### config.mk
export PLATFORM = sky130hd
export DESIGN_NAME = motoro3Top
export DESIGN_NICKNAME = d
export VERILOG_FILES = /design/src/motoro3Pkg.sv /design/src/motoro3RegPort.sv /design/src/motoro3StepTimer.sv /design/src/motoro3PwmGenerator.sv /design/src/motoro3Top.sv
export VERILOG_INCLUDE_DIRS = /design/src
export SDC_FILE = /design/constraint.sdc
export NUM_CORES = 1
export LEC_CHECK = 0
export ABC_AREA = 1
export BUFFER_PORTS_ARGS = -buffer_cell sky130_fd_sc_hd__buf_2
export CAP_MARGIN = 25
export CORE_ASPECT_RATIO = 0.8
export CORE_UTILIZATION = 55
export CTS_BUF_LIST = sky130_fd_sc_hd__clkbuf_4 sky130_fd_sc_hd__clkbuf_8 sky130_fd_sc_hd__clkbuf_16
export CTS_CLUSTER_DIAMETER = 40
export DETAILED_ROUTE_END_ITERATION = 6
export GPL_TIMING_DRIVEN = 1
export PLACE_DENSITY = 0.77
export SETUP_SLACK_MARGIN = 0.02
export SYNTH_ARGS = -nofsm -noshare
export SYNTH_HDL_FRONTEND = slang
export SYNTH_HIERARCHICAL = 1
export SYNTH_SLANG_ARGS = --single-unit
### constraint.sdc
create_clock -name clk -period 5.05 [get_ports clk]
set_input_delay 1.01 -clock clk [delete_from_list [all_inputs] [get_ports clk]]
set_output_delay 1.01 -clock clk [all_outputs]
set_load 0.05 [all_outputs]
### src/motoro3_cfg.svh
`ifndef MOTORO3_CFG_SVH
`define MOTORO3_CFG_SVH

// width of the pwm period and minimum pulse fields
`define PWM_LEN_W 12

// width of on-time, carry and accounting values
`define POS_W 16

// width of the step length and the step cycle counter
`define STEP_LEN_W 16

// electrical steps per commutation cycle
`define STEP_COUNT 6

// period after reset, in clocks
`define PWM_LEN_RST 12'd400

// step length after reset, in clocks
`define STEP_LEN_RST 16'd4000

`endif

### src/motoro3Pkg.sv
`default_nettype none
`include "motoro3_cfg.svh"

package motoro3Pkg;

    // register word at address 0
    typedef struct packed {
        logic [`PWM_LEN_W-1:0] pwmLenWant;
        logic [`PWM_LEN_W-1:0] pwmMinMask;
        logic [7:0]            reserved;
    } cfgTimingT;

    // register word at address 1
    typedef struct packed {
        logic [`POS_W-1:0]      pwmLenPos;
        logic [`STEP_LEN_W-1:0] stepLen;
    } cfgDriveT;

    // one data word, decoded by address
    typedef union packed {
        cfgTimingT timing;
        cfgDriveT  drive;
    } regWordU;

    // host write request, address 2 bit 0 is run
    typedef struct packed {
        logic [1:0] addr;
        regWordU    data;
    } regReqT;

    // step boundary pulses and the electrical step index
    typedef struct packed {
        logic       first;
        logic       last;
        logic [2:0] sgStep;
    } stepTickT;

    // power stage gate drives
    typedef struct packed {
        logic hiA;
        logic hiB;
        logic hiC;
        logic loA;
        logic loB;
        logic loC;
    } gateT;

    // per-step shortfall, lost is wanted minus real
    typedef struct packed {
        logic              valid;
        logic [2:0]        step;
        logic [`POS_W-1:0] lost;
    } stepReportT;

endpackage

`default_nettype wire

### src/motoro3RegPort.sv
`timescale 1ns/1ns
`default_nettype none
`include "motoro3_cfg.svh"

module motoro3RegPort (
    input  logic                  clk,
    input  logic                  arstN,
    input  logic                  req,
    output logic                  ack,
    input  motoro3Pkg::regReqT    regReq,
    output motoro3Pkg::cfgTimingT timing,
    output motoro3Pkg::cfgDriveT  drive,
    output logic                  run
);

    // write strobe on the sample where req is first seen high
    logic wrEn;

    // ack low means idle, so req high here is a fresh request
    assign wrEn = req && !ack;

    // two-state acknowledge machine
    always_ff @(posedge clk or negedge arstN) begin
        if (!arstN) begin
            ack <= 1'b0;
        end else begin
            case (ack)
                // idle, wait for req
                1'b0: if (req) ack <= 1'b1;
                // acked, wait for req to drop
                1'b1: if (!req) ack <= 1'b0;
            endcase
        end
    end

    // configuration registers
    always_ff @(posedge clk or negedge arstN) begin
        if (!arstN) begin
            timing.pwmLenWant <= `PWM_LEN_RST;
            timing.pwmMinMask <= '0;
            timing.reserved   <= '0;
            drive.pwmLenPos   <= '0;
            drive.stepLen     <= `STEP_LEN_RST;
            run               <= 1'b0;
        end else if (wrEn) begin
            // same word, read as timing or drive by address
            case (regReq.addr)
                2'd0: timing <= regReq.data.timing;
                2'd1: drive <= regReq.data.drive;
                2'd2: run <= regReq.data[0];
                default: ;
            endcase
        end
    end

    // ack only answers a request seen on the edge before
    ackAfterReq: assert property (@(posedge clk) disable iff (!arstN)
        $rose(ack) |-> $past(req));

endmodule

`default_nettype wire

### src/motoro3StepTimer.sv
`timescale 1ns/1ns
`default_nettype none
`include "motoro3_cfg.svh"

module motoro3StepTimer (
    input  logic                   clk,
    input  logic                   arstN,
    input  logic                   run,
    input  logic [`STEP_LEN_W-1:0] stepLen,
    output motoro3Pkg::stepTickT   stepTick
);

    // clock index inside the current step, 0 in the first cycle
    logic [`STEP_LEN_W-1:0] cnt;
    logic [`STEP_LEN_W-1:0] cntNext;
    // step index after the current one, modulo six
    logic [2:0]             stepNext;
    // set once the first step after run has opened
    logic                   active;
    // a new step opens on the next edge
    logic                   stepOpen;

    // new step after last, or right after run came up
    assign stepOpen = !active || stepTick.last;

    always_comb begin
        if (stepOpen) begin
            cntNext = '0;
        end else begin
            cntNext = cnt + 1'b1;
        end
        // wrap after the sixth step
        if (stepTick.sgStep == 3'(`STEP_COUNT - 1)) begin
            stepNext = '0;
        end else begin
            stepNext = stepTick.sgStep + 1'b1;
        end
    end

    always_ff @(posedge clk or negedge arstN) begin
        if (!arstN) begin
            cnt      <= '0;
            active   <= 1'b0;
            stepTick <= '0;
        end else if (!run) begin
            // stopped, hold everything at the start position
            cnt      <= '0;
            active   <= 1'b0;
            stepTick <= '0;
        end else begin
            active         <= 1'b1;
            cnt            <= cntNext;
            stepTick.first <= stepOpen;
            // >= so a shortened stepLen still ends the step
            stepTick.last  <= (cntNext >= stepLen - 1'b1);
            // index moves together with first
            if (active && stepTick.last) begin
                stepTick.sgStep <= stepNext;
            end
        end
    end

    // a step of one clock is the only case where both pulses meet
    firstLastApart: assert property (@(posedge clk) disable iff (!arstN)
        (stepTick.first && stepTick.last) |-> ($past(stepLen) == 1));

endmodule

`default_nettype wire

### src/motoro3PwmGenerator.sv
`timescale 1ns/1ns
`default_nettype none
`include "motoro3_cfg.svh"

module motoro3PwmGenerator (
    input  logic                    clk,
    input  logic                    arstN,
    input  logic                    run,
    input  motoro3Pkg::stepTickT    stepTick,
    input  motoro3Pkg::cfgTimingT   timing,
    input  motoro3Pkg::cfgDriveT    drive,
    output motoro3Pkg::gateT        gate,
    output logic                    pwm,
    output motoro3Pkg::stepReportT  report
);

    // clock index in the current period and its latched length
    logic [`PWM_LEN_W-1:0] perCnt;
    logic [`PWM_LEN_W-1:0] perLen;
    logic                  periodStart;
    // carry, sum and the minimum pulse test
    logic [`POS_W-1:0]     remain;
    logic [`POS_W-1:0]     sum;
    logic [`POS_W-1:0]     minExt;
    logic [`POS_W-1:0]     capLen;
    logic [`POS_W-1:0]     pulseLen;
    logic                  passMin;
    // clocks of pulse still to emit
    logic [`POS_W-1:0]     onCnt;
    // wanted and real on-time of the running step
    logic [`POS_W-1:0]     wantAcc;
    logic [`POS_W-1:0]     realAcc;
    logic [`POS_W-1:0]     realNow;
    // report fields
    logic                  repValid;
    logic [2:0]            repStep;
    logic [`POS_W-1:0]     repLost;

    // period opens on first and whenever the latched length runs out
    assign periodStart = run && (stepTick.first || perCnt >= perLen);

    assign sum     = remain + drive.pwmLenPos;
    assign minExt  = `POS_W'(timing.pwmMinMask);
    // longest pulse leaves one low clock per period
    assign capLen  = `POS_W'(timing.pwmLenWant) - 1'b1;
    assign passMin = (sum >= minExt);
    assign pulseLen = (sum > capLen) ? capLen : sum;

    // the last clock of a step still counts as real on-time
    assign realNow = realAcc + `POS_W'(pwm);

    assign pwm = run && (onCnt != '0);

    // period counter, length sampled at each start
    always_ff @(posedge clk or negedge arstN) begin
        if (!arstN) begin
            perCnt <= '0;
            perLen <= `PWM_LEN_RST;
        end else if (!run) begin
            perCnt <= '0;
            perLen <= timing.pwmLenWant;
        end else if (periodStart) begin
            perCnt <= `PWM_LEN_W'(1);
            perLen <= timing.pwmLenWant;
        end else begin
            perCnt <= perCnt + 1'b1;
        end
    end

    // carry too-short on-time, drop it at the step end
    always_ff @(posedge clk or negedge arstN) begin
        if (!arstN) begin
            remain <= '0;
            onCnt  <= '0;
        end else if (!run) begin
            remain <= '0;
            onCnt  <= '0;
        end else begin
            if (stepTick.last) begin
                remain <= '0;
            end else if (periodStart) begin
                remain <= passMin ? '0 : sum;
            end
            // pulse begins on the clock after the start
            if (periodStart && passMin) begin
                onCnt <= pulseLen;
            end else if (onCnt != '0) begin
                onCnt <= onCnt - 1'b1;
            end
        end
    end

    // wanted versus real accounting
    always_ff @(posedge clk or negedge arstN) begin
        if (!arstN) begin
            wantAcc  <= '0;
            realAcc  <= '0;
            repValid <= 1'b0;
        end else begin
            repValid <= run && stepTick.last;
            if (!run || stepTick.last) begin
                wantAcc <= '0;
                realAcc <= '0;
            end else begin
                if (periodStart) wantAcc <= wantAcc + drive.pwmLenPos;
                if (pwm) realAcc <= realNow;
            end
        end
    end

    // step and shortfall, only meaningful with valid
    always_ff @(posedge clk) begin
        if (stepTick.last) begin
            repStep <= stepTick.sgStep;
            repLost <= wantAcc - realNow;
        end
    end

    assign report = '{valid: repValid, step: repStep, lost: repLost};

    // six-step table, pwm on one high side and one low side held on
    always_comb begin
        gate = '0;
        if (run) begin
            case (stepTick.sgStep)
                3'd0: begin gate.hiA = pwm; gate.loB = 1'b1; end
                3'd1: begin gate.hiA = pwm; gate.loC = 1'b1; end
                3'd2: begin gate.hiB = pwm; gate.loC = 1'b1; end
                3'd3: begin gate.hiB = pwm; gate.loA = 1'b1; end
                3'd4: begin gate.hiC = pwm; gate.loA = 1'b1; end
                3'd5: begin gate.hiC = pwm; gate.loB = 1'b1; end
                default: gate = '0;
            endcase
        end
    end

    // a running pulse always fits inside the latched period
    onCntCapped: assert property (@(posedge clk) disable iff (!arstN)
        (onCnt != '0) |-> (onCnt < `POS_W'(perLen)));

endmodule

`default_nettype wire

### src/motoro3Top.sv
`timescale 1ns/1ns
`default_nettype none

module motoro3Top (
    input  logic                   clk,
    input  logic                   arstN,
    input  logic                   req,
    output logic                   ack,
    input  motoro3Pkg::regReqT     regReq,
    output motoro3Pkg::gateT       gate,
    output logic                   pwm,
    output motoro3Pkg::stepReportT report
);

    // configuration from the register port
    motoro3Pkg::cfgTimingT timing;
    motoro3Pkg::cfgDriveT  drive;
    logic                  run;
    // step boundaries to the generator
    motoro3Pkg::stepTickT  stepTick;

    motoro3RegPort uRegPort (
        .clk    (clk),
        .arstN  (arstN),
        .req    (req),
        .ack    (ack),
        .regReq (regReq),
        .timing (timing),
        .drive  (drive),
        .run    (run)
    );

    // step length comes from the drive word
    motoro3StepTimer uStepTimer (
        .clk      (clk),
        .arstN    (arstN),
        .run      (run),
        .stepLen  (drive.stepLen),
        .stepTick (stepTick)
    );

    motoro3PwmGenerator uPwmGenerator (
        .clk      (clk),
        .arstN    (arstN),
        .run      (run),
        .stepTick (stepTick),
        .timing   (timing),
        .drive    (drive),
        .gate     (gate),
        .pwm      (pwm),
        .report   (report)
    );

endmodule

`default_nettype wire

# Word level (Yosys, flattened, before mapping)
# Index checks and enable logic that the tools add are counted.
# word_totals
register_bits,188
out_inout_bits,28
word_cells,101
# op_classes
add_sub_neg,10
n_lt_le_gt_ge,4
n_eq_ne,11
n_mux,30
reduce_logical,26
# ops
operator,count
$mux W16,14
$mux W12,4
$add A16 B16 Y16,2
$sub A16 B1 Y16 const B,2
$add A16 B1 Y16,1
$add A16 B1 Y16 const B,1
$ge A16 B12 Y1,1
$ge A16 B16 Y1,1
$gt A16 B16 Y1,1
$reduce_bool A16 Y1,1
$sub A16 B16 Y16,1
$sub A12 B1 Y13 const B,1
$add A12 B1 Y12 const B,1
$ge A12 B12 Y1,1
$reduce_or A2 Y1,6
$mux W1,8
$eq A3 B2 Y1 const B,2
$eq A3 B3 Y1 const B,2
$logic_and A1 B1 Y1,6
$mux W3,2
$mux W6,1
$ne A3 B1 Y1 const B,2
$reduce_and A2 Y1,3
$mux W5,1
other kinds (10),16

# Longest topological paths before layout
# Gate-level depths: netlist (run 1).
# depth
word_depth,6
ltp_mapped,26
depth_no_buf,26

# Cells and area by module
# The synthesis (run 1) kept the hierarchy.
# by_module_without_submodules
module,n_inst,cells_each,area_per_inst_um2,seq_area_each_um2
motoro3PwmGenerator,1,1063,8190.4,2801.4
motoro3RegPort,1,290,2632.5,1662.8
motoro3StepTimer,1,290,1990.7,550.5

# Worst setup path before layout (run 1)
# No wires, ideal clock.
# synth_timing
kind,reg-to-reg
startpoint,reg uPwmGenerator.onCnt[0]
endpoint,reg uPwmGenerator.repLost[15] (data pin)
setup_time_ps,252
arrival_time_ps,3884
t_required_ps,4798
path_slack_ps,913
stages_incl_launch_ff,27
synth_period_minus_slack_ps,4137
cell_sequence,dfrtp_1 inv_1 ha_1 nand3_1 nor3_2 nand2_1 nor2_1 nand4_1 nand2_1 inv_1 ha_1 ha_1 nand4_1 nor2_1 nand2_1 inv_1 nand3_1 xor2_1 ha_1 a21oi_1 nor2_1 a211oi_1 inv_1 a221oi_1 inv_1 nand2_1 nand2_1
# synth_via
elab_chain_len,4
# synth_lines
item,line_no,source
start: declaration,motoro3PwmGenerator.sv:29,logic [`POS_W-1:0] onCnt;
start signal: assignment,motoro3PwmGenerator.sv:86,onCnt <= pulseLen;
start signal: assignment,motoro3PwmGenerator.sv:88,onCnt <= onCnt - 1'b1;
$reduce_bool A16 Y1,motoro3PwmGenerator.sv:52,assign pwm = run && (onCnt != '0);
$logic_and A1 B1 Y1,motoro3PwmGenerator.sv:52,
net pwm,motoro3Top.sv:11,"output logic pwm,"
$add A16 B1 Y16,motoro3PwmGenerator.sv:50,assign realNow = realAcc + `POS_W'(pwm);
$sub A16 B16 Y16,motoro3PwmGenerator.sv:115,repLost <= wantAcc - realNow;
end signal: assignment,motoro3PwmGenerator.sv:115,
end: declaration,motoro3PwmGenerator.sv:37,logic [`POS_W-1:0] repLost;
# The timed path passes the listed nets, and every way through them passes these cells.
# A chain may end at the register's enable or synchronous reset.

# Final worst setup path (run 1)
# layout_timing
startpoint,reg uPwmGenerator.onCnt[0]
endpoint,reg uPwmGenerator.repLost[15] (data pin)
# layout_via
elab_chain_len,4
# layout_lines
item,line_no
$reduce_bool A16 Y1,motoro3PwmGenerator.sv:52
$logic_and A1 B1 Y1,motoro3PwmGenerator.sv:52
$add A16 B1 Y16,motoro3PwmGenerator.sv:50
$sub A16 B16 Y16,motoro3PwmGenerator.sv:115
# No other way between the ends.

==> metrics.md, run 1 <==
| Metric | Value |
|---|---|
| Via count | `10,811` |
| GPL Wtd Cong | `0.9264` |
| Drt total wl | `31,280 um` |
| Max-slew headroom | `39.17%` |
| Vias in the first global route | `10,050` |
| Share of cells above drive strength 1 | `10.45%` |
| Clock sinks | `188` |
| RSZ-0062 raised after global routing | `no` |
| CTS tree | `yes` |
| Post-CTS Hold Buffers | `0` |
| Peak supply drop | `286.4 uV` |
| DP HPWL | `23,420 um` |
| Grt ovf | `0` |
| DRC | `0` |
| IO Pins | `65` |
| # rows | `48` |
| Synthesized area per cell | `7.767 um^2` |
| Final period util | `88.61%` |
| Fmax | `223.5 MHz` |
| CTS Root Buffer Type | `clkbuf_16` |
| Critical Path Sink Type | `flop` |
| Crit path time final | `4.475 ns` |
| Synth Cell Area | `12,510 um^2` |
| Worst-margin pin slew | `0.9115 ns` |
| Slowest cell on crit path | `dfrtp_1` |
| CTS Buf Count | `17` |
| Area grow syn2layout | `9.769%` |
| Final Hold Fails | `0` |
| Yosys warnings | `6` |
| Tot GR Track Use | `28.48%` |
| Setup violations, final | `0` |
| Routed Antenna Nets | `0` |
| WL per Instance | `15.83 um` |
| Die height | `136.9 um` |
| Final Skew | `0.01036 ns` |
| Initial Util | `57.08%` |
| Fin nets | `1,810` |
| Syn_nets | `1,759` |
| TritonRoute pass-1 iters | `6` |
| IO buf count | `64` |
| Pre-CTS WS | `0.5115 ns` |
| CP arrival | `4.67 ns` |
| Worst Path Max Fanout | `5` |
| Setup TNS | `0 ns` |
| Starting DRT DRC Count | `1,195` |
| Critical Path RT | `5.24 ns` |
| Reg area | `4815 um^2` |
| Max-cap violations | `0` |
| Status | `finished clean` |
| Pwr dens | `413.7 nW/um^2` |
| Slew Limit Fails | `0` |
| Initial antenna violation count | `1` |
| First-pass GRT wire length | `51,420 um` |
| Clk_lat worst skew | `0.44 ns` |
| Largest net degree at the start of global routing | `85` |
| Clock-pin transition on the worst setup and hold timing paths | `0.07 ns` |
| Max Root-Sink Buffers | `2` |
| Die X | `170.6 um` |
| # fillers | `1,875` |
| Critical path class | `reg -> reg` |
| Startpoint Class | `flop` |
| Post-route setup slack | `0.5749 ns` |
| Leakage | `7.121 nW` |
| HP Class | `reg -> reg` |
| Die ar. | `23,360 um^2` |
| Multi-input gate area | `6676 um^2` |
| Cell count after synthesis | `1,611` |
| Most used cell, CP | `nand2_1` |
| H-tree depth | `4` |
| Vias per Instance | `5.471` |
| Core area | `21,920 um^2` |
| Worst path max stage delay | `0.38 ns` |
==> area by class of cell <==
class                   count  area share [%]
inverters                 213           5.821
diodes                      1         0.01822
multi-input cells        1167           48.61
flip-flops and latches    188           35.05
repair buffers             75           3.179
clock buffers              21           3.489
well taps                 300           2.733
clock inverters            11           1.102
==> registers in the layout, indices dropped and copies added (netlist names), 3 cells and up <==
name                   flops
uPwmGenerator/repStep      3
uPwmGenerator/wantAcc     16
uPwmGenerator/onCnt       16
uRegPort/drive            32
uRegPort/timing           24
uPwmGenerator/perLen      12
uStepTimer/stepTick        5
uPwmGenerator/perCnt      12
uPwmGenerator/remain      16
uPwmGenerator/realAcc     16
uStepTimer/cnt            16
uPwmGenerator/repLost     16
==> worst max-delay path, delay by kind of cell (launching register included) <==
family                     cells  cell delay, ns
and+or+nand+nor               16            1.95
DFF                            1            0.38
xor gates and xnor gates       1            0.27
adders and majority gates      3            0.78
AOI/OAI and AO/OA              2            0.43
buffers and inverters          4            0.43
==> report_power, final <==
| group | switching [mW] | total, mW | internal [mW] |
|---|---|---|---|
| clock network | 0.606 | 1.45 | 0.840 |
| registers | 0.220 | 2.02 | 1.80 |
| logic | 1.43 | 2.22 | 0.786 |
| total | 2.26 | 5.68 | 3.42 |
==> path summary, 6_finish.rpt <==
kind	startpoint	to	slack, ns	cells past startpoint
setup / recovery	uPwmGenerator/onCnt[0]	uPwmGenerator/repLost[15]	0.57	26
hold / removal	uRegPort/timing[9]	uRegPort/timing[9]	0.48	2
setup reg to reg	uPwmGenerator/onCnt[0]	uPwmGenerator/repLost[15]	0.57	26
hold reg to reg	uRegPort/timing[9]	uRegPort/timing[9]	0.48	2
max in group asynchronous	arstN	uPwmGenerator/realAcc[12]	3.34	2
min in group asynchronous	arstN	uRegPort/timing[18]	0.59	1
==> cells in the final DEF, fill, tap and decap left out, types with 33 or more instances in the layout <==
cell     instances
a21oi_1         58
buf_2           63
dfrtp_1        157
ha_1           108
inv_1          203
nand2_1        420
nand3_1        157
nor2_1         117
o21ai_0         61
xnor2_1         33
xor2_1          58
==> timing repair <==
| action | in CTS | in global routing |
|---|---|---|
| gates resized for setup | 0 | 2 |
| setup buffers | 0 | 1 |
| endpoints found under the setup margin | 0 | 2 |
==> per-stage QoR <==
step                      hold WS [ns]  instance area, um^2  std cells  power, mW  utilization [%]
after floorplan                 0.4419                12510       1611      3.621                -
after global placement          0.4536                13050       1940      4.118            59.53
after detailed placement        0.4605                13060       1941      4.189            59.59
after CTS                       0.4761                13690       1973      5.659            62.47
after global routing            0.4955                13740       1976      6.082            62.66
final                           0.4764                13740       1976      5.682            62.66
==> layer usage <==
| metal | GRT usage [%] | routed length (um) |
|---|---|---|
| met2 | 44.26 | 13700 |
| met1 | 41.16 | 14590 |
| met3 | 4.251 | 2417 |
| met4 | 8.358 | 563 |
| met5 | 0 | 0 |
Note: power is estimated with default switching activity, not from simulation.
==> run 2, diff against run 1 <==
Settings changed: CORE_UTILIZATION 55 to 30, PLACE_DENSITY 0.77 to 0.49.
==> run 2 against run 1 <==
Net effect:
- clock power is 7% lower
- critical endpoint is now uPwmGenerator/onCnt[1]
- largest cell class unchanged
- clock skew is 0.0031 ns higher
- final area is 1.9% higher
- worst hold slack worse by 0.0024 ns
- critical path type unchanged
- via count is 3.6% lower
==> metrics.md, run 2 (synthesized netlist as in run 1, its figures left out) <==
| Metric | Value |
|---|---|
| Leakage | `7.114 nW` |
| Vias per Instance | `4.688` |
| Startpoint Class | `flop` |
| Initial antenna violation count | `0` |
| Worst-margin pin slew | `0.9476 ns` |
| Top reg by flops | `uRegPort/drive` |
| Setup violations, final | `0` |
| Reg2reg setup slack | `0.68 ns` |
| Largest regs | `uRegPort/drive (32), uRegPort/timing (24)` |
| Area grow syn2layout | `11.90%` |
| Slew Limit Fails | `0` |
| Finished Layout Cells | `2,223` |
| Pwr dens | `396.8 nW/um^2` |
| HP Class | `reg -> reg` |
| Clock-pin transition on the worst setup and hold timing paths | `0.07 ns` |
| Max Root-Sink Buffers | `2` |
| Clk_lat worst skew | `0.45 ns` |
| Dpl cells | `2,190` |
| Worst Path Max Fanout | `20` |
| Die height | `184.7 um` |
| Clock sinks | `188` |
| Setup TNS | `0 ns` |
| Worst path cell trace | `ha_1, inv_1, fa_1, nand3b_1, nand2_1, nand4_1, nand3_1, xor2_1, inv_1, ha_1, nand3_1, nor3_1, nand3_1, nand2_1, clkinv_1, o21ai_0, inv_1, nand2_1, nand3_1` |
| # rows | `66` |
| Die X | `230.3 um` |
| Critical Path Start | `uRegPort/drive[16]` |
| Final Hold Fails | `0` |
| Via count | `10,422` |
| First-pass GRT wire length | `54,520 um` |
| DP HPWL | `25,910 um` |
| Critical R2R Launch | `uRegPort/drive[16]` |
| Largest register FFs | `32` |
| Core area | `40,880 um^2` |
| R2R Path End | `uPwmGenerator/onCnt[1]` |
| Grt ovf | `0` |
| Initial Util | `30.61%` |
| Vias in the first global route | `9,987` |
| WL per Instance | `15.04 um` |
| Status | `finished clean` |
| Hold Path Depth | `2` |
| H-tree depth | `4` |
| CP arrival | `4.70 ns` |
| GPL Wtd Cong | `0.8568` |
| Most common cell after layout, fill and taps aside | `nand2_1` |
| Critical path class | `reg -> reg` |
| Final period util | `86.59%` |
| CTS tree | `yes` |
| Max-slew headroom | `36.67%` |
| Fmax | `228.7 MHz` |
| # diodes | `0` |
| Critical Path RT | `5.38 ns` |
| RSZ-0062 raised after global routing | `no` |
| Die ar. | `42,540 um^2` |
| Critical Path Sink Type | `flop` |
| IO Pins | `65` |
| Crit path time final | `4.373 ns` |
| Critical Path Stages | `19` |
| WHS Endpoint | `uRegPort/timing[12]` |
| DRC | `0` |
| Worst path max stage delay | `0.47 ns` |
| Largest net degree at the start of global routing | `92` |
| CP top delay family | `simple AND/OR/NAND/NOR gates` |
| Worst reg2reg path depth | `19` |
| Max-cap violations | `0` |
| Share of cells above drive strength 1 | `10.60%` |
| CTS Root Buffer Type | `clkbuf_16` |
| HP Start | `uRegPort/timing[12]` |
| Commonest non-fill, non-tap cells in the layout | `420 x nand2_1, 203 x inv_1, 157 x nand3_1, 157 x dfrtp_1, 117 x nor2_1` |
| Routed Antenna Nets | `0` |
| Slowest cell on crit path | `nand2_1` |
| TritonRoute pass-1 iters | `5` |
| IO buf count | `64` |
| Tot GR Track Use | `16.50%` |
| Fin nets | `1,814` |
| Drt total wl | `33,440 um` |
| Peak supply drop | `260.5 uV` |
| CTS Buf Count | `17` |
| Starting DRT DRC Count | `827` |
| Final Skew | `0.01351 ns` |
| Most used cell, CP | `nand3_1` |
| Crit path buffers/inverters | `4` |
[run 2: cell types whose count changed in the layout (fill, tap and decap cells not counted), sizes merged]
cell	change
clkbuf	-1
diode	-1
inv	-1
bufinv	-3
clkinv	+6
clkinvlp	-1
buf	+4
[run 2: power breakdown]
part | internal, mW | switching, mW
Clock | 0.700 | 0.650
Sequential | 1.80 | 0.203
Combinational | 0.787 | 1.42
Total | 3.28 | 2.27
[run 2: area by class of cell]
| cell class | instances | area, um^2 |
|---|---|---|
| clock buffer | 20 | 478.0 |
| fill | 4356 | 26870 |
| clock inverter | 12 | 105.1 |
| inverter | 213 | 799.5 |
| timing repair buffer | 79 | 451.7 |
| multi-input combinational | 1167 | 6673 |
| tap | 544 | 680.7 |
| sequential | 188 | 4815 |
[run 2: worst max path at each step]
stage | end | slack, ns
2_1_floorplan | uPwmGenerator/repLost[15] | 0.91
3_3_place_gp | uPwmGenerator/repLost[15] | 0.56
3_5_place_dp | uPwmGenerator/repLost[13] | 0.51
4_1_cts | uPwmGenerator/repLost[13] | 0.49
5_1_grt | uPwmGenerator/onCnt[1] | 0.21
6_report | uPwmGenerator/onCnt[1] | 0.68
[run 2: metal layers]
layer | wire (um) | global-route usage (%) | vias to the layer above
li1 | - | - | 5339
met1 | 17490 | 24.16 | 4897
met2 | 14120 | 24.46 | 162
met3 | 1443 | 3.280 | 24
met4 | 388 | 4.371 | 0
met5 | 0 | 0 | -
[run 2: worst reg2reg max path, cell delays in order (launching register included)]
cell	delay [ns]
dfrtp_1	0.41
ha_1	0.18
inv_1	0.05
fa_1	0.39
nand3b_1	0.18
nand2_1	0.16
nand4_1	0.10
nand3_1	0.11
xor2_1	0.46
inv_1	0.09
ha_1	0.29
nand3_1	0.10
nor3_1	0.24
nand3_1	0.11
nand2_1	0.47
clkinv_1	0.41
o21ai_0	0.28
inv_1	0.07
nand2_1	0.07
nand3_1	0.08
[run 2: repair_timing]
| action | in CTS | in global routing |
|---|---|---|
| setup buffers | 0 | 1 |
| endpoints found under the setup margin | 0 | 2 |
| endpoints found under the hold margin | 0 | 0 |
| hold buffers | 0 | 0 |
| gates resized for setup | 0 | 1 |
[run 2: metrics by stage]
| step | instance area [um^2] | utilization, % | total power [mW] | worst slack (ns) | hold slack (ns) |
|---|---|---|---|---|---|
| 2_1_floorplan | 12510 | - | 3.621 | 0.9134 | 0.4419 |
| 3_3_place_gp | 13410 | 32.81 | 4.190 | 0.5610 | 0.4547 |
| 3_5_place_dp | 13410 | 32.81 | 4.224 | 0.5133 | 0.4589 |
| 4_1_cts | 13990 | 34.24 | 5.601 | 0.4871 | 0.4761 |
| 5_1_grt | 14000 | 34.25 | 6.024 | 0.2131 | 0.4944 |
| 6_report | 14000 | 34.25 | 5.556 | 0.6773 | 0.4741 |
